==> src/design/conv_pkg.sv <==
package conv_pkg;

    // ########################################################################
    // sample and accumulator widths
    // ########################################################################

    localparam int DATA_W     = 16;  // pixel, weight and output sample
    localparam int ACC_W      = 40;  // channel accumulator
    localparam int FRAC_BITS  = 8;   // fixed-point rescale shift

    localparam int KW_MAX_BITS = 2;  // holds kernel_w_1
    localparam int CIN_BITS    = 10;
    localparam int GROUP_BITS  = 10;

    typedef logic signed [DATA_W-1:0] sample_t;
    typedef logic signed [ACC_W-1:0]  acc_t;

    // saturation bounds at accumulator width
    localparam acc_t SAT_MAX = acc_t'(2**(DATA_W-1) - 1);
    localparam acc_t SAT_MIN = acc_t'(-(2**(DATA_W-1)));

    // ########################################################################
    // control that rides along with every beat
    // ########################################################################

    typedef struct packed {
        logic first;    // clears the accumulator
        logic last;     // releases the group result
        logic run_end;  // last group of the run
    } beat_ctrl_t;

    // run configuration, latched on start
    typedef struct packed {
        logic [KW_MAX_BITS-1:0] kernel_w_1;  // active taps - 1
        logic [CIN_BITS-1:0]    cin_1;       // beats per group - 1
        logic [GROUP_BITS-1:0]  groups_1;    // groups per run - 1
        logic                   relu;
    } cfg_t;

endpackage

==> src/design/output_pipe.sv <==
module output_pipe
    import conv_pkg::*;
#(
    parameter int CONV_CORES = 4,
    parameter int CONV_UNITS = 4
)(
    input  logic                                    aclk,
    input  logic                                    reset,
    input  logic                                    relu,
    input  logic                                    res_valid,
    input  beat_ctrl_t                              res_ctrl,
    input  acc_t [CONV_CORES-1:0][CONV_UNITS-1:0]   res_acc,
    input  logic                                    m_ready,
    output logic                                    adv,
    output logic                                    m_valid,
    output sample_t [CONV_CORES-1:0][CONV_UNITS-1:0] m_data,
    output logic                                    m_last
);

    sample_t [CONV_CORES-1:0][CONV_UNITS-1:0] scaled;
    logic                                     load;

    // relu, arithmetic shift, clamp to sample range
    function automatic sample_t rescale(input acc_t a, input logic relu_en);
        acc_t v;
        v = (relu_en && a < 0) ? acc_t'('0) : a;
        v = v >>> FRAC_BITS;
        if (v > SAT_MAX)
            v = SAT_MAX;
        else if (v < SAT_MIN)
            v = SAT_MIN;
        return sample_t'(v);
    endfunction

    always_comb begin
        for (int c = 0; c < CONV_CORES; c++)
            for (int u = 0; u < CONV_UNITS; u++)
                scaled[c][u] = rescale(res_acc[c][u], relu);
    end

    // ########################################################################
    // held output register
    // ########################################################################

    assign adv  = !m_valid || m_ready;  // empty or draining this cycle
    assign load = res_valid && res_ctrl.last;  // partial sums are dropped

    always_ff @(posedge aclk) begin
        if (reset) begin
            m_valid <= 1'b0;
            m_last  <= 1'b0;
        end else if (adv) begin
            m_valid <= load;
            if (load)
                m_last <= res_ctrl.run_end;
        end
    end

    always_ff @(posedge aclk) begin
        if (adv && load)
            m_data <= scaled;
    end

    a_hold_stable: assert property (@(posedge aclk) disable iff (reset)
        m_valid && !m_ready |=> m_valid && $stable(m_data) && $stable(m_last))
        else $error("output changed while stalled");

endmodule

==> config.mk <==
export PLATFORM = sky130hd
export DESIGN_NAME = output_pipe
export DESIGN_NICKNAME = d
export VERILOG_FILES = /design/src/design/conv_pkg.sv /design/src/design/output_pipe.sv
export SDC_FILE = /design/constraint.sdc
export NUM_CORES = 1
export LEC_CHECK = 0
export BUFFER_PORTS_ARGS = -buffer_cell sky130_fd_sc_hd__buf_2
export CAP_MARGIN = 10
export CORE_AREA = 2 2 355 357
export CTS_CLUSTER_DIAMETER = 60
export DETAILED_ROUTE_END_ITERATION = 10
export DIE_AREA = 0 0 357 359
export GPL_TIMING_DRIVEN = 0
export PLACE_DENSITY = 0.36
export SLEW_MARGIN = 20
export SYNTH_ARGS = -nofsm -noshare
export SYNTH_HDL_FRONTEND = slang
export SYNTH_SLANG_ARGS = --single-unit
==> constraint.sdc <==
create_clock -name aclk -period 24 [get_ports aclk]
set_input_delay 6 -clock aclk [delete_from_list [all_inputs] [get_ports aclk]]
set_output_delay 6 -clock aclk [all_outputs]
set_load 0.01 [all_outputs]
Yosys cells after proc, flatten, opt, wreduce, memory -nomap -nowiden. Cells that the tools add are included.

Output and inout bits: 259. Input bits: 648. Register bits: 258. Logic and storage cells: 119.

Order comparisons: 48. Muxes and demuxes: 32. Reduce and logical (&&, ||, !) cells: 21.

Operators with widths (number): 40-bit by 1-bit < comparator with 1-bit output (second input constant) (16); 40-bit 2-to-1 mux (16); 32-bit by 16-bit greater-than comparator with 1-bit output (second input constant) (16); 32-bit by 16-bit < comparator with 1-bit output (second input constant) (16); 16-bit 2-to-1 mux (16); 1-bit logical AND (18); 2-bit AND reduction (1); 1-bit zero test (1); 1-bit logical OR (1).

Longest topological paths before layout.
Depth after elaboration: 5. Gate-level depth with buffers: 5. Gate-level depth less buffers: 4.

Worst setup path before layout. OpenSTA, ideal clock, no wires.

Kind: input to register. From: input port m_ready. To: register m_last. Stages: 4. Slack: 5.553 ns. Data arrival time: 18.311 ns. Setup time: 0.136 ns. Required time: 23.864 ns. Cells stage by stage: nand2b_1 nor2b_1 mux2i_1 nor2_1.

Longest elaborated chain between the ends: 2.

Ends and longest elaborated chain: from (decl) (RTL line output_pipe.sv:13) `input logic m_ready,`; 1-bit logical OR (RTL line output_pipe.sv:45) `assign adv = !m_valid || m_ready;`; 2-bit AND reduction (no line); to (signal assigned) (RTL line output_pipe.sv:55) `m_last <= res_ctrl.run_end;`; to (decl) (RTL line output_pipe.sv:17) `output logic m_last`.

Every way passes these cells. A chain may end at the register's enable or synchronous reset.

Final worst setup path.
From: input port m_ready. To: output port adv.

Longest elaborated chain between the ends: 1.

Ends and longest elaborated chain: 1-bit logical OR (RTL line output_pipe.sv:45); to (decl) (RTL line output_pipe.sv:14) `output logic adv,`.

Every way passes these cells.

==> summary.log <==
INFO  floorplanning  die_x_extent=357um
INFO  yosys          synth_top_cell_by_area=edfxtp_1
INFO  clock_tree     numClockSinks=258
INFO  yosys          yosysTopAreaCellShare=0.683
INFO  global_routing antenna_found_initial=18
INFO  finish         sequential_cell_area=7730squm
INFO  global_routing grt_start_max_net_pins=25
INFO  place          post-dp-hpwl=50500um
INFO  yosys          asyncSetResetFlopFracSynth=0
INFO  finish         stdcell_count=3511
INFO  yosys          post_synth.cell_area_avg=11.4squm
INFO  detailed_routing wl_per_cell=17.4um
INFO  clock_tree     htree_levels=2
INFO  outcome        outcome=finished clean
INFO  timing         totalNegativeSetupSlack=0ns
INFO  clock_tree     cts_post_setup_buffers_inserted=0
INFO  setup_path     cp.required=18.00ns
INFO  setup_path     cp_data_arrival_time=6.66ns
INFO  floorplanning  ios=907
INFO  yosys          synthDistinctLibCells=25
INFO  yosys          postSynthCellCount=987
INFO  detailed_routing routed_vias=11200
INFO  finish         multi_input_area=3350squm
INFO  setup_path     slowest_delay=0.32ns
INFO  timing         fmax=0.0790GHz
INFO  timing         timing.final.hold_violations=0
INFO  floorplanning  placementRows=130
INFO  floorplanning  initial_core_util=0.0903
INFO  timing         layout_min_cycle_time=12.66ns
INFO  run            timing.max_cap.violations=0
INFO  clock_tree     cts-buffers-inserted=42
INFO  yosys          edff_count_synth=256
INFO  yosys          yosys.cell_count.top_type=nor2_1
INFO  clock_tree     buffer_cell_driving_the_clock_tree_root=clkbuf_16
INFO  timing         drv_slew=0
INFO  detailed_routing detailed_route_wirelength_on_metal2=29900um
INFO  detailed_routing top_layer_used=met5
INFO  setup_path     critical-path-top-cell-by-count=buf_2
INFO  yosys          synth-seq-area-share=0.687
INFO  detailed_routing totalWireLength=60900um
INFO  global_routing grt_pass1_wl=81700um
INFO  pwr            powerDensity=68.2nW/um^2
INFO  setup_path     cp_slowest_cell=nand2b_1
INFO  finish         fin_nets=2471
INFO  floorplanning  dieHeight=359um
INFO  clock_tree     cts_tree=done
INFO  clock_tree     cts_resized=0
INFO  detailed_routing drt-met1-wl=22500um
INFO  pwr            leakage=7.60nW
INFO  global_routing vias_in_the_first_global_route=11400
INFO  timing         fin_crit_sh=0.527
INFO  finish         fillers=14300
INFO  clock_tree     cts_buffer_depth=3
INFO  timing         finalSetupViolCount=0
INFO  place          finalWeightedCongestion=0.880
INFO  yosys          syn_nets=1635
INFO  global_routing globalRoute.totalOverflow=0
INFO  timing         unrepaired_setup_endpoints_after_global_routing=false
INFO  place          port_buf_inserts=777
INFO  detailed_routing detail_route.first_pass.iterations=5
INFO  timing         worst-slew-pin-transition=1.05ns
INFO  finish         post_route_cells_drive_above_1_share=0.490
INFO  clock_tree     cts.hold.buffers_added=0
INFO  hold_path      hold_path.class=reg2reg
INFO  detailed_routing drc=0
INFO  yosys          syn-cell-area=11300squm
INFO  yosys          synth_top_cells_by_area=edfxtp_1 (68%), nor2_1 (16%), nor4_1 (3.6%)
INFO  setup_path     path_buf_inv=2
INFO  timing         timing.slew.headroom=0.296
INFO  finish         layout-area-overhead-vs-synth=67.9%
INFO  setup_path     worst-setup-path-type=in2out
INFO  floorplanning  design.core.area=125000squm
INFO  pwr            totalPowerFinal=1.29mW
INFO  pwr            vdd_ir_drop_max=0.0000399V
INFO  setup_path     path_cells=buf_2 > nand2b_1 > buf_2
INFO  floorplanning  fp.dieArea=128000squm
INFO  yosys          postSynth.topFlopCell=edfxtp_1
INFO  detailed_routing detail_route.iter0.violations=583
INFO  clock_tree     insertion_delay=0.59ns
INFO  setup_path     setup.worst_path.end_class=output port
INFO  setup_path     crit_fanout=3
INFO  detailed_routing avgViaCountPerCell=3.20
INFO  place          placed_cells_incl_taps=3429
INFO  detailed_routing drt_antenna_net_count=0
INFO  yosys          ys_seq_elements=258
INFO  timing         finClkSkew=0.0157ns
INFO  setup_path     top_cell_family_by_delay_on_the_critical_path=buffers and inverters
INFO  global_routing grt.total_usage=0.0908
INFO  yosys          yosys_warnings=0
INFO  clock_tree     clk_pin_slew=0.05ns
INFO  setup_path     critical_path.startpoint_type=primary input
INFO  yosys          synth.top_cells.by_count=nor2_1 (480), edfxtp_1 (256), nor4_1 (64)
INFO  detailed_routing wire_length_on_met3=6190um
## stage by stage
| step | instance area (sq um) | utilization | setup slack (ns) | hold slack, ns |
|---|---|---|---|---|
| 2_1_floorplan | 11300 | - | 5.55 | 0.528 |
| 3_3_place_gp | 17200 | 0.138 | -2.32 | 0.480 |
| 3_5_place_dp | 17500 | 0.141 | 11.30 | 0.495 |
| 4_1_cts | 18900 | 0.151 | 11.30 | 0.506 |
| 5_1_grt | 18900 | 0.152 | 11.30 | 0.570 |
| 6_report | 18900 | 0.152 | 11.34 | 0.499 |
## kinds of logic after synthesis
group | after synthesis | synth area share
and+or+nand+nor | 659 | 0.260
DFF | 258 | 0.687
buffers and inverters | 36 | 0.0166
muxes | 1 | 0.000890
AOI/OAI and AO/OA | 33 | 0.0360
## layout by cell type (no fill, tap or decap), types with 2 or more instances in the layout
cell type  Yosys  layout
buf_2         29     806
nor2_1       480     480
edfxtp_1     256     256
nor4_1        64      64
nand4_1       46      46
clkbuf_16      0      42
a41oi_2       16      16
nor3b_1       15      15
nand3_1       15      15
nor3_1        15      15
nor2b_1       16      15
a21boi_1      15      14
buf_12         0      10
clkbuf_1       3       8
clkinv_1       0       8
diode_2        0       7
inv_6          0       7
buf_16         0       4
bufinv_16      0       3
clkinv_2       0       3
clkinv_4       0       3
nand2_1        2       2
buf_4          2       2
nor2_2         2       2
dfxtp_1        2       2
## power by group
| group | leakage [nW] | switching, mW | internal (mW) |
|---|---|---|---|
| combinational | 4.51 | 0.0969 | 0.0670 |
| clock | 0.649 | 0.240 | 0.356 |
| sequential | 2.44 | 0.00530 | 0.523 |
| total | 7.60 | 0.343 | 0.947 |
## worst paths after layout
path / slack (ns) / endpoint / cells past startpoint / from
worst min-delay path: 0.50 / m_last$_SDFFE_PP0P_ / 2 / m_last$_SDFFE_PP0P_
worst max register to register: 21.27 / m_data[49]$_SDFFCE_PN1P_ / 9 / m_valid$_SDFFE_PP0P_
worst max-delay path: 11.34 / adv / 3 / m_ready
worst min register to register: 0.50 / m_last$_SDFFE_PP0P_ / 2 / m_last$_SDFFE_PP0P_
## per-layer routing
metal  track usage  up-vias
met1        0.0979     5267
met3        0.0351      100
li1              -     5281
met5             0        -
met2         0.158      595
met4        0.0355        4
## flip-flops by register name, summed over array words and instances, names as in the netlist
name	cells
m_data	256
m_last	1
m_valid	1
## worst reg2reg max path, cell delays in order, from the launching register on
cell and delay [ns]:
dfxtp_1 0.36, nand2b_1 0.35, nor2b_4 0.30, buf_12 0.21, buf_12 0.22, buf_16 0.18, buf_12 0.20, buf_12 0.23
buf_16 0.19, buf_16 0.18
## layout make-up
type | instances | area share
Clock buffer | 48 | 0.0568
Sequential cell | 258 | 0.409
Multi-Input combinational cell | 693 | 0.177
Antenna cell | 7 | 0.000927
Buffer | 35 | 0.00974
Inverter | 1 | 0.000199
Tap cell | 1650 | 0.109
Clock inverter | 27 | 0.0136
Timing Repair Buffer | 792 | 0.223
Note: power is estimated with default switching activity, not from simulation.
