`config.mk`:
```
export PLATFORM = sky130hd
export DESIGN_NAME = input_sync
export DESIGN_NICKNAME = d
export VERILOG_FILES = /design/src/design/conv_pkg.sv /design/src/design/input_sync.sv
export SDC_FILE = /design/constraint.sdc
export NUM_CORES = 1
export LEC_CHECK = 0
export BUFFER_PORTS_ARGS = -buffer_cell sky130_fd_sc_hd__buf_2
export CORE_AREA = 3 3 248 250
export CTS_BUF_LIST = sky130_fd_sc_hd__clkbuf_8
export DETAILED_ROUTE_END_ITERATION = 16
export DIE_AREA = 0 0 251 253
export GPL_TIMING_DRIVEN = 1
export SYNTH_ARGS = -nofsm -noshare
export SYNTH_HDL_FRONTEND = slang
export SYNTH_SLANG_ARGS = --single-unit
```
`constraint.sdc`:
```
create_clock -name aclk -period 8.2 [get_ports aclk]
set_input_delay 1.23 -clock aclk [delete_from_list [all_inputs] [get_ports aclk]]
set_output_delay 1.23 -clock aclk [all_outputs]
set_load 0.02 [all_outputs]
```
`src/design/conv_pkg.sv`:
```
package conv_pkg;

    // ########################################################################
    // sample and accumulator widths
    // ########################################################################

    localparam int DATA_W     = 16;  // pixel, weight and output sample
    localparam int ACC_W      = 40;  // channel accumulator
    localparam int FRAC_BITS  = 8;   // fixed-point rescale shift

    localparam int KW_MAX_BITS = 2;  // holds kernel_w_1
    localparam int CIN_BITS    = 10;
    localparam int GROUP_BITS  = 10;

    typedef logic signed [DATA_W-1:0] sample_t;
    typedef logic signed [ACC_W-1:0]  acc_t;

    // saturation bounds at accumulator width
    localparam acc_t SAT_MAX = acc_t'(2**(DATA_W-1) - 1);
    localparam acc_t SAT_MIN = acc_t'(-(2**(DATA_W-1)));

    // ########################################################################
    // control that rides along with every beat
    // ########################################################################

    typedef struct packed {
        logic first;    // clears the accumulator
        logic last;     // releases the group result
        logic run_end;  // last group of the run
    } beat_ctrl_t;

    // run configuration, latched on start
    typedef struct packed {
        logic [KW_MAX_BITS-1:0] kernel_w_1;  // active taps - 1
        logic [CIN_BITS-1:0]    cin_1;       // beats per group - 1
        logic [GROUP_BITS-1:0]  groups_1;    // groups per run - 1
        logic                   relu;
    } cfg_t;

endpackage

```
`src/design/input_sync.sv`:
```
module input_sync
    import conv_pkg::*;
#(
    parameter int CONV_CORES   = 4,
    parameter int CONV_UNITS   = 4,
    parameter int KERNEL_W_MAX = 3,
    localparam int N_PIX       = CONV_UNITS + KERNEL_W_MAX - 1
)(
    input  logic                                      aclk,
    input  logic                                      reset,
    input  logic                                      start,
    input  cfg_t                                      cfg,
    input  logic                                      s_pixels_valid,
    input  sample_t [N_PIX-1:0]                       s_pixels_data,
    output logic                                      s_pixels_ready,
    input  logic                                      s_weights_valid,
    input  sample_t [CONV_CORES-1:0][KERNEL_W_MAX-1:0] s_weights_data,
    output logic                                      s_weights_ready,
    input  logic                                      adv,
    output logic                                      beat_valid,
    output beat_ctrl_t                                beat_ctrl,
    output sample_t [N_PIX-1:0]                       beat_pixels,
    output sample_t [CONV_CORES-1:0][KERNEL_W_MAX-1:0] beat_weights,
    output cfg_t                                      run_cfg
);

    logic                  active;
    logic [CIN_BITS-1:0]   beat_cnt;   // beat within group
    logic [GROUP_BITS-1:0] group_cnt;  // group within run
    logic                  accept;
    beat_ctrl_t            tag;

    // ########################################################################
    // pixel / weight join
    // ########################################################################

    assign accept          = adv && active && s_pixels_valid && s_weights_valid;
    assign s_pixels_ready  = adv && active && s_weights_valid;
    assign s_weights_ready = adv && active && s_pixels_valid;

    always_comb begin
        tag.first   = (beat_cnt == '0);
        tag.last    = (beat_cnt == run_cfg.cin_1);
        tag.run_end = tag.last && (group_cnt == run_cfg.groups_1);
    end

    // run state and counters
    always_ff @(posedge aclk) begin
        if (reset) begin
            active    <= 1'b0;
            beat_cnt  <= '0;
            group_cnt <= '0;
            run_cfg   <= '0;
        end else if (start && !active) begin
            active    <= 1'b1;
            beat_cnt  <= '0;
            group_cnt <= '0;
            run_cfg   <= cfg;
        end else if (accept) begin
            if (tag.last) begin
                beat_cnt  <= '0;
                group_cnt <= group_cnt + 1'b1;
                if (tag.run_end)
                    active <= 1'b0;  // readies drop until next start
            end else begin
                beat_cnt <= beat_cnt + 1'b1;
            end
        end
    end

    // bubbles leave the beat register with no flags
    always_ff @(posedge aclk) begin
        if (reset) begin
            beat_valid <= 1'b0;
            beat_ctrl  <= '0;
        end else if (adv) begin
            beat_valid <= accept;
            beat_ctrl  <= accept ? tag : beat_ctrl_t'('0);
        end
    end

    always_ff @(posedge aclk) begin
        if (accept) begin
            beat_pixels  <= s_pixels_data;
            beat_weights <= s_weights_data;
        end
    end

    // once the run completes, nothing is taken until a new start
    a_quiet_after_end: assert property (@(posedge aclk) disable iff (reset)
        accept && tag.run_end |=> (!s_pixels_ready && !s_weights_ready) until start)
        else $error("input accepted after end of run");

    // a mid-run start neither reloads the config nor restarts the counters
    a_start_ignored: assert property (@(posedge aclk) disable iff (reset)
        start && active && !accept
            |=> active && $stable(run_cfg) && $stable(beat_cnt) && $stable(group_cnt))
        else $error("start during an active run changed the run state");

endmodule

```
==> Word-level counts from Yosys, hierarchy flattened <==
Index checks and enable logic that the tools add are counted.
{ "totals": {"output_inout_bits": 317, "regBits": 336} }
{ "classes": {"reduce_logical": 14, "add_sub_neg": 2, "eq_ne": 2, "muxes": 6} }
{ "ops": {"columns": ["cell", "count"], "rows": [
  ["$add 10x1->10 const B", 2],
  ["$eq 10x10->1", 2],
  ["$logic_not 10->1", 1],
  ["$mux 10", 1],
  ["$logic_and 1x1->1", 6],
  ["$reduce_bool 2->1", 3],
  ["$mux 1", 4],
  ["$mux 3", 1],
  ["$reduce_and 3->1", 1],
  ["$reduce_and 2->1", 1],
  ["$reduce_or 2->1", 1],
  ["$logic_not 1->1", 1]
]} }

==> Longest topological paths before layout <==
Gate-level depths: netlist (run 1).
{ "depth": {"word_depth": 6, "mapped_depth": 6, "depth_no_buf": 5} }

==> Least setup slack after synthesis (run 1) <==
Ideal clock, no wire load.
{ "synth_path": {"kind": "input-to-reg", "from": "input port s_weights_valid", "to": "register group_cnt[2]", "arrival_ps": 4127, "n_path_buf": 1, "setup_ps": 119, "cell_stages": 6, "path_slack_ps": 3954, "required_time_ps": 8081, "cell_sequence": "nand4_2 -> clkinv_2 -> buf_4 -> and3_1 -> nand4_1 -> mux2i_1"} }
{ "synth_between": {"elab_chain_cells": 2} }
{ "synth_rtl": {"columns": ["element", "line", "rtl"], "rows": [
  ["start: declaration", "input_sync.sv:16", "input logic s_weights_valid,"],
  ["$logic_and 1x1->1", "input_sync.sv:37", "assign accept = adv && active && s_pixels_valid && s_weights_valid;"],
  ["named net accept", "input_sync.sv:30", "logic accept;"],
  ["$reduce_and 2->1 (no line)", null, null],
  ["end signal: assignment", "input_sync.sv:62", "group_cnt <= group_cnt + 1'b1;"],
  ["end: declaration", "input_sync.sv:29", "logic [GROUP_BITS-1:0] group_cnt;"]
]} }
The timed path passes the listed nets, and every way through them passes these cells.
A chain may end at the register's enable or synchronous reset.

==> Worst setup path after layout (run 1) <==
{ "layout_path": {"from": "input port adv", "to": "register group_cnt[9]"} }
{ "layout_between": {"elab_chain_cells": 4} }
{ "layout_rtl": {"columns": ["element", "line", "rtl"], "rows": [
  ["start: declaration", "input_sync.sv:19", "input logic adv,"],
  ["$logic_and 1x1->1 (3 in a row)", "input_sync.sv:37", null],
  ["$reduce_and 2->1 (no line)", null, null]
]} }
Every way passes these cells.

==> implementation parameters, run 1 <==
Parameter                              Value

Logic synthesis
  Synth top area share    0.786
  Post-synth top area cell    sky130_fd_sc_hd__edfxtp_1
  Prevailing post-synth register cell    sky130_fd_sc_hd__edfxtp_1
  Flop and latch count out of synthesis    336
  Post-synthesis cell type count    35
  Synth warn    0
  Syn_nets    891
  Number of instances in the synthesized netlist    571
  Post-synthesis cell area    11000 um^2
  Register area share after synthesis    0.874
  Mean Syn Cell Area    19.3 um^2
  Area contributors post-synth    sky130_fd_sc_hd__edfxtp_1 79%, sky130_fd_sc_hd__dfxtp_1 8.7%, sky130_fd_sc_hd__nand2_1 2.1%, sky130_fd_sc_hd__xnor2_1 1.8%, sky130_fd_sc_hd__a21oi_1 1.2%
  Proportion of synthesized flip-flops having asynchronous set or reset    0
  Post-synth EDFFs    288

CTS
  Maximum clock insertion buffer count    3
  Num CTS Buffers    56
  # Post-CTS Setup Buffers    0
  Quantity of hold-fixing buffers added after cts    0
  CTS sink cnt    336
  Clk Latency, worst-skew pair    630 ps
  CTS tree    done
  CTS Root Cell    sky130_fd_sc_hd__clkbuf_8
  Clock slew at reported path FFs    70 ps
  H-tree depth    2
  Total of cells resized after clock tree synthesis    0

Timing
  Timing-limited maximum frequency    303 MHz
  Worst clock skew    29.1 ps
  Final clock period utilization by the worst path    0.403
  Hold violation count in the final report    0
  Setup total negative slack    0 ps
  Slew of the pin with the lowest slew margin    1270 ps
  Min Clock Period, post-route    3300 ps
  Final slew viol count    0
  Unrepaired setup endpoints after global routing    false
  Setup violators final    0
  Final WS setup    4900 ps
  Max transition margin    0.144

Pwr
  Switching Share    0.225
  Switching power summed over all nets    812 uW
  Cell internal power dissipation    2.80 mW
  Worst voltage drop across the vdd grid    0.155 mV
  Clock power share    0.419
  Leak    6.55 nW
  Sequential share of power    0.526
  Design Power    3.61 mW
  Part of the total power dissipated in combinational logic    0.055
  Areal power density over the cells    222 nW/um^2

Global route
  Largest net degree at the start of global routing    166
  Via count of the first global-routing pass    7994
  Overall fraction of global-route tracks in use    0.123
  Global-route wire length before repair    55.6 mm
  Total grt overflow    0
  Antenna violations before repair    31

Critical path
  CP Max Fanout    165
  Top Family by Delay on Critical Path    buffers and inverters
  Largest stage delay, worst path    550 ps
  Critical setup path kind    input pin to register
  Data required time at the worst endpoint    8740 ps
  Crit path buffers/inverters    3
  Max stage delay cell, worst path    sky130_fd_sc_hd__buf_12
  Signal arrival time at the worst endpoint    3840 ps
  Cells traversed along the worst timing path    buf_2, nand4_2, clkinv_8, buf_12, nand3_2, nor4_1, mux2i_1
  Launching element type of the critical path    input pin
  Category of the worst setup path capture point    register

Die
  Count of boundary I/O pins    634
  Initial cell density of the core    0.186
  # rows    89
  X dimension of the die    251 um
  Core region area    59200 um^2
  Die footprint    63500 um^2
  Vert. Die Dim    253 um

Cells and area
  Layout-stage area growth over the synthesis result    47.7%
  Finished Cell Area    16200 um^2
  Final net count    1568
  Share of post-route cells with drive strength above 1    0.555
  FILL cells    6160

Route
  Post-Route WL    41.6 mm
  Via-per-instance ratio    3.80
  Vias after detailed routing    7856
  Number of nets still failing antenna checks after routing    0
  DRC violations left    0
  Drt first-iter violations    467
  DRT Pass-1 Iters    4
  WL/cell    20.1 um

Place
  PortBufs    633
  Final weighted congestion of routability-driven global placement    0.837
  Placed cell areas    15100 um^2
  Setup slack at placement    4100 ps
  Half-perimeter wire length of the detailed placement result    33.2 mm

Hold path
  Path category of the worst min-delay check    register to register

Run status
  Status    finished, final reports clean

Flow run
  Maximum capacitance violations    0
## kinds of logic (layout without fill, tap and decap cells)
family,count (synthesis),in the layout,share of synthesized area
flops,336,336,0.874
simple gates,144,144,0.0691
compound gates,32,32,0.0157
fa+ha+maj,3,3,0.00341
mux,9,9,0.00819
xor+xnor,28,28,0.0223
other cells,0,6,0
buf+inv,19,737,0.00751
## through the flow
stage	hold slack [ps]	util	instances
2_1_floorplan	456	-	571
5_1_grt	494	0.274	2066
3_5_place_dp	451	0.255	1963
6_report	461	0.274	2068
4_1_cts	460	0.274	2062
3_3_place_gp	448	0.255	1963
## per-layer routing
layer / wire length [um] / track usage / vias up
met5: 91 / 0 / -
met4: 1460 / 0.0512 / 14
met3: 5000 / 0.0563 / 98
met2: 20100 / 0.202 / 454
met1: 15000 / 0.138 / 3739
li1: - / - / 3551
## path summary, 6_finish.rpt
path	cells after the start	to	start	slack [ps]
max	7	group_cnt[9]	adv	4900
min	2	run_cfg[21]	run_cfg[21]	460
max reg2reg	6	group_cnt[9]	active	5250
min reg2reg	2	run_cfg[21]	run_cfg[21]	460
## placed cells by master (no fill, tap or decap), types with 5 or more instances in the layout
cell	synthesis	layout
sky130_fd_sc_hd__nand2_1	61	61
sky130_fd_sc_hd__clkinv_2	1	5
sky130_fd_sc_hd__nand4_1	12	12
sky130_fd_sc_hd__a21oi_1	27	27
sky130_fd_sc_hd__xor2_1	5	5
sky130_fd_sc_hd__bufinv_16	0	6
sky130_fd_sc_hd__diode_2	0	6
sky130_fd_sc_hd__nand2b_1	5	5
sky130_fd_sc_hd__buf_2	5	633
sky130_fd_sc_hd__clkinv_1	0	14
sky130_fd_sc_hd__dfxtp_1	48	48
sky130_fd_sc_hd__clkbuf_8	0	56
sky130_fd_sc_hd__edfxtp_1	288	288
sky130_fd_sc_hd__xnor2_1	23	23
sky130_fd_sc_hd__mux2i_1	9	9
sky130_fd_sc_hd__or3_1	9	9
sky130_fd_sc_hd__nand3_1	9	9
sky130_fd_sc_hd__inv_1	2	16
sky130_fd_sc_hd__nor4_1	8	8
sky130_fd_sc_hd__nor3_1	14	14
sky130_fd_sc_hd__and3_1	5	5
## sequential cells by signal, summed over array words and instances, names as in the netlist
| signal | flops |
|---|---|
| beat_valid | 1 |
| beat_pixels | 96 |
| beat_cnt | 10 |
| beat_weights | 192 |
| beat_ctrl | 3 |
| active | 1 |
| run_cfg | 23 |
| group_cnt | 10 |
## tightest hold or removal path: stages (launching register included)
cell	delay, ps
sky130_fd_sc_hd__dfxtp_1	310
sky130_fd_sc_hd__nand2_1	50
sky130_fd_sc_hd__a21oi_1	50
## power by group through the flow
stage	clock network (mW)	logic [mW]	registers [mW]
2_1_floorplan	0	0.0435	1.97
3_3_place_gp	0	0.195	1.94
3_5_place_dp	0	0.199	1.94
4_1_cts	1.59	0.200	1.90
6_report	1.51	0.197	1.90
5_1_grt	1.66	0.214	1.90
## area by class of cell
cell class | instances | area (um^2) | share of cell area
multi-input combinational | 216 | 1310 | 0.0805
antenna | 6 | 15.0 | 0.000924
timing repair buffer | 635 | 3200 | 0.197
clock buffer | 56 | 771 | 0.0475
tap | 773 | 967 | 0.0595
sequential | 336 | 9610 | 0.592
clock inverter | 43 | 353 | 0.0217
inverter | 3 | 23.8 | 0.00146
## synth_stat cells (4+ instances only)
cell                       instances
sky130_fd_sc_hd__a21oi_1          27
sky130_fd_sc_hd__and3_1            5
sky130_fd_sc_hd__and4_1            4
sky130_fd_sc_hd__buf_2             5
sky130_fd_sc_hd__clkbuf_1          9
sky130_fd_sc_hd__dfxtp_1          48
sky130_fd_sc_hd__edfxtp_1        288
sky130_fd_sc_hd__mux2i_1           9
sky130_fd_sc_hd__nand2_1          61
sky130_fd_sc_hd__nand2b_1          5
sky130_fd_sc_hd__nand3_1           9
sky130_fd_sc_hd__nand4_1          12
sky130_fd_sc_hd__nand4_2           4
sky130_fd_sc_hd__nor3_1           14
sky130_fd_sc_hd__nor4_1            8
sky130_fd_sc_hd__or3_1             9
sky130_fd_sc_hd__xnor2_1          23
sky130_fd_sc_hd__xor2_1            5
(Power assumes the default switching activity.)
==> run 2, diff against run 1 <==
- clock period: 8.2 -> 2.95 ns (I/O delays scaled with it)
==> run 2 against run 1 <==
  * Via count grew 16%
  * Critical endpoint is now beat_weights[75]
  * Sequential power grew to 2.8 times the previous value
  * Worst setup slack lost 3900 ps
  * First-iteration DRC count shrank 17%
==> implementation parameters, run 2 (synthesis gave the netlist of run 1 again) <==
Parameter                              Value

Cells and area
  Final net count    1884 (was 1568)
  Most common cell after layout, fill and taps aside    sky130_fd_sc_hd__buf_2 (unchanged)
  Leading registers by flop count    beat_weights x192, beat_pixels x96, run_cfg x23 (unchanged)
  Register with the highest flop count    beat_weights (unchanged)
  Most used cells in the layout excluding fill and tap cells    633 x sky130_fd_sc_hd__buf_2, 303 x sky130_fd_sc_hd__dlygate4sd3_1, 288 x sky130_fd_sc_hd__edfxtp_1, 61 x sky130_fd_sc_hd__nand2_1, 59 x sky130_fd_sc_hd__clkbuf_8 (was 633 x sky130_fd_sc_hd__buf_2, 288 x sky130_fd_sc_hd__edfxtp_1, 61 x sky130_fd_sc_hd__nand2_1, 56 x sky130_fd_sc_hd__clkbuf_8, 48 x sky130_fd_sc_hd__dfxtp_1)
  FILL cells    5835 (was 6160)
  Flip-flop count of the largest register after layout    192 (unchanged)
  Share of post-route cells with drive strength above 1    0.453 (was 0.555)
  Finished Cell Area    19400 um^2 (was 16200 um^2)
  Layout-stage area growth over the synthesis result    76.3% (was 47.7%)

Critical path
  RR Startpoint    active (unchanged)
  Max stage delay cell, worst path    sky130_fd_sc_hd__dfxtp_1 (was sky130_fd_sc_hd__buf_12)
  Cells traversed along the worst timing path    nand4_2, clkinv_8, buf_12 (was buf_2, nand4_2, clkinv_8, buf_12, nand3_2, nor4_1, mux2i_1)
  Category of the worst setup path capture point    register (unchanged)
  Reg2reg path depth    3 (was 6)
  Signal arrival time at the worst endpoint    2220 ps (was 3840 ps)
  Capture instance of the worst register-to-register path    beat_weights[75] (was group_cnt[9])
  Launching element type of the critical path    register (was input pin)
  Register-to-Register Setup Slack    990 ps (was 5250 ps)
  Data required time at the worst endpoint    3210 ps (was 8740 ps)
  Count of cell instances traversed by the critical path    3 (was 7)
  Capturing instance or port of the critical path    beat_weights[75] (was group_cnt[9])
  Top Family by Delay on Critical Path    buffers and inverters (unchanged)
  Critical setup path kind    register to register (was input pin to register)
  Largest stage delay, worst path    440 ps (was 550 ps)
  Crit path buffers/inverters    2 (was 3)
  CP Max Fanout    117 (was 165)
  First element of the critical path    active (was adv)

Timing
  Final hold slack    78.4 ps (was 461 ps)
  Hold violation count in the final report    0 (unchanged)
  Slew of the pin with the lowest slew margin    727 ps (was 1270 ps)
  Worst clock skew    20.8 ps (was 29.1 ps)
  Final clock period utilization by the worst path    0.664
  Unrepaired setup endpoints after global routing    false (unchanged)
  Setup total negative slack    0 ps (unchanged)
  Final slew viol count    0 (unchanged)
  Min Clock Period, post-route    1960 ps
  Timing-limited maximum frequency    511 MHz
  Max transition margin    0.514 (was 0.144)
  Setup violators final    0 (unchanged)

CTS
  CTS Root Cell    sky130_fd_sc_hd__clkbuf_8 (unchanged)
  Num CTS Buffers    58 (was 56)
  # Post-CTS Setup Buffers    0 (unchanged)
  CTS sink cnt    336 (unchanged)
  Maximum clock insertion buffer count    3 (unchanged)
  Clk Latency, worst-skew pair    630 ps (about the same)
  Clock slew at reported path FFs    60 ps (was 70 ps)
  H-tree depth    2 (unchanged)
  CTS tree    done (unchanged)

Flow run
  Maximum capacitance violations    0 (unchanged)

Pwr
  Worst voltage drop across the vdd grid    0.339 mV (was 0.155 mV)
  Leak    7.88 nW (was 6.55 nW)
  Areal power density over the cells    531 nW/um^2 (was 222 nW/um^2)
  Design Power    10.3 mW (was 3.61 mW)

Route
  DRC violations left    0 (unchanged)
  DRT Pass-1 Iters    5 (was 4)
  Vias after detailed routing    9144 (was 7856)
  Post-Route WL    44.3 mm (was 41.6 mm)
  Via-per-instance ratio    3.81 (was 3.80)
  Number of nets still failing antenna checks after routing    0 (unchanged)
  Drt first-iter violations    389 (was 467)
  WL/cell    18.5 um (was 20.1 um)

Die
  Die footprint    63500 um^2 (unchanged)
  Initial cell density of the core    0.186 (unchanged)
  Core region area    59200 um^2 (unchanged)
  Count of boundary I/O pins    634 (unchanged)
  # rows    89 (unchanged)
  Vert. Die Dim    253 um (unchanged)
  X dimension of the die    251 um (unchanged)

Global route
  Total grt overflow    0 (unchanged)
  Global-route wire length before repair    62.0 mm (was 55.6 mm)
  Overall fraction of global-route tracks in use    0.132 (was 0.123)
  Largest net degree at the start of global routing    118 (was 166)
  Antenna violations before repair    23 (was 31)
  Via count of the first global-routing pass    9900 (was 7994)

Hold path
  Path category of the worst min-delay check    input pin to register (was register to register)

Place
  Final weighted congestion of routability-driven global placement    0.797 (was 0.837)
  Half-perimeter wire length of the detailed placement result    32.7 mm (was 33.2 mm)
  Placed cell areas    15200 um^2 (was 15100 um^2)
  PortBufs    633 (unchanged)

Run status
  Status    finished, final reports clean (unchanged)
[run 2: changes by cell type in the layout (fill, tap and decap cells not counted), moves of 2 or more]
cell,previous run,this run
sky130_fd_sc_hd__buf_12,1,3
sky130_fd_sc_hd__diode_2,6,11
sky130_fd_sc_hd__clkinv_4,2,0
sky130_fd_sc_hd__buf_4,1,10
sky130_fd_sc_hd__clkinv_2,5,8
sky130_fd_sc_hd__clkinv_1,14,19
sky130_fd_sc_hd__clkbuf_8,56,59
sky130_fd_sc_hd__dlygate4sd3_1,0,303
sky130_fd_sc_hd__clkinvlp_4,0,3
sky130_fd_sc_hd__bufinv_16,6,3
[run 2: routing by layer]
metal	wire length [um]	GRT usage
met3	4210	0.0518
met5	50	0
met4	1440	0.0534
met2	22400	0.231
met1	16200	0.142
[run 2: how the worst min path moves through the flow]
stage,startpoint,endpoint,cells past startpoint
after floorplan,group_cnt[9],group_cnt[9],2
after detailed placement,run_cfg[22],run_cfg[22],2
final,cfg[21],run_cfg[21],3
after global placement,run_cfg[0],run_cfg[0],2
after CTS,cfg[2],run_cfg[2],3
after global routing,cfg[21],run_cfg[21],3
[run 2: final cells by class]
class | count | area [um^2] | share of cell area
Inverter | 3 | 23.8 | 0.00123
Clock inverter | 50 | 308 | 0.0159
Antenna cell | 11 | 27.5 | 0.00142
Timing Repair Buffer | 949 | 6340 | 0.327
Sequential cell | 336 | 9610 | 0.496
Tap cell | 773 | 967 | 0.0499
Multi-Input combinational cell | 216 | 1310 | 0.0674
Clock buffer | 59 | 812 | 0.0419
[run 2: timing repair]
item / 4_1_cts / 5_1_grt
hold endpoints to repair: 303 / 0
resized for setup: 0 / 0
hold buffers: 303 / 0
[run 2: worst min-delay path: stages]
cell and delay [ps]:
sky130_fd_sc_hd__buf_2 100, sky130_fd_sc_hd__nand2_1 50, sky130_fd_sc_hd__a21oi_1 50
[run 2: through the flow]
| step | instances | utilization | setup WS, ps |
|---|---|---|---|
| global placement | 1974 | 0.257 | 856 |
| global route | 2392 | 0.327 | 800 |
| CTS | 2386 | 0.327 | 981 |
| finish | 2397 | 0.327 | 992 |
| detailed placement | 1974 | 0.257 | 769 |
| floorplan | 571 | - | 92.5 |
[run 2: report_power, final]
group	internal, mW	total, mW	switching (mW)
Sequential	5.25	5.28	0.0378
Clock	2.14	4.11	1.96
Combinational	0.503	0.910	0.408
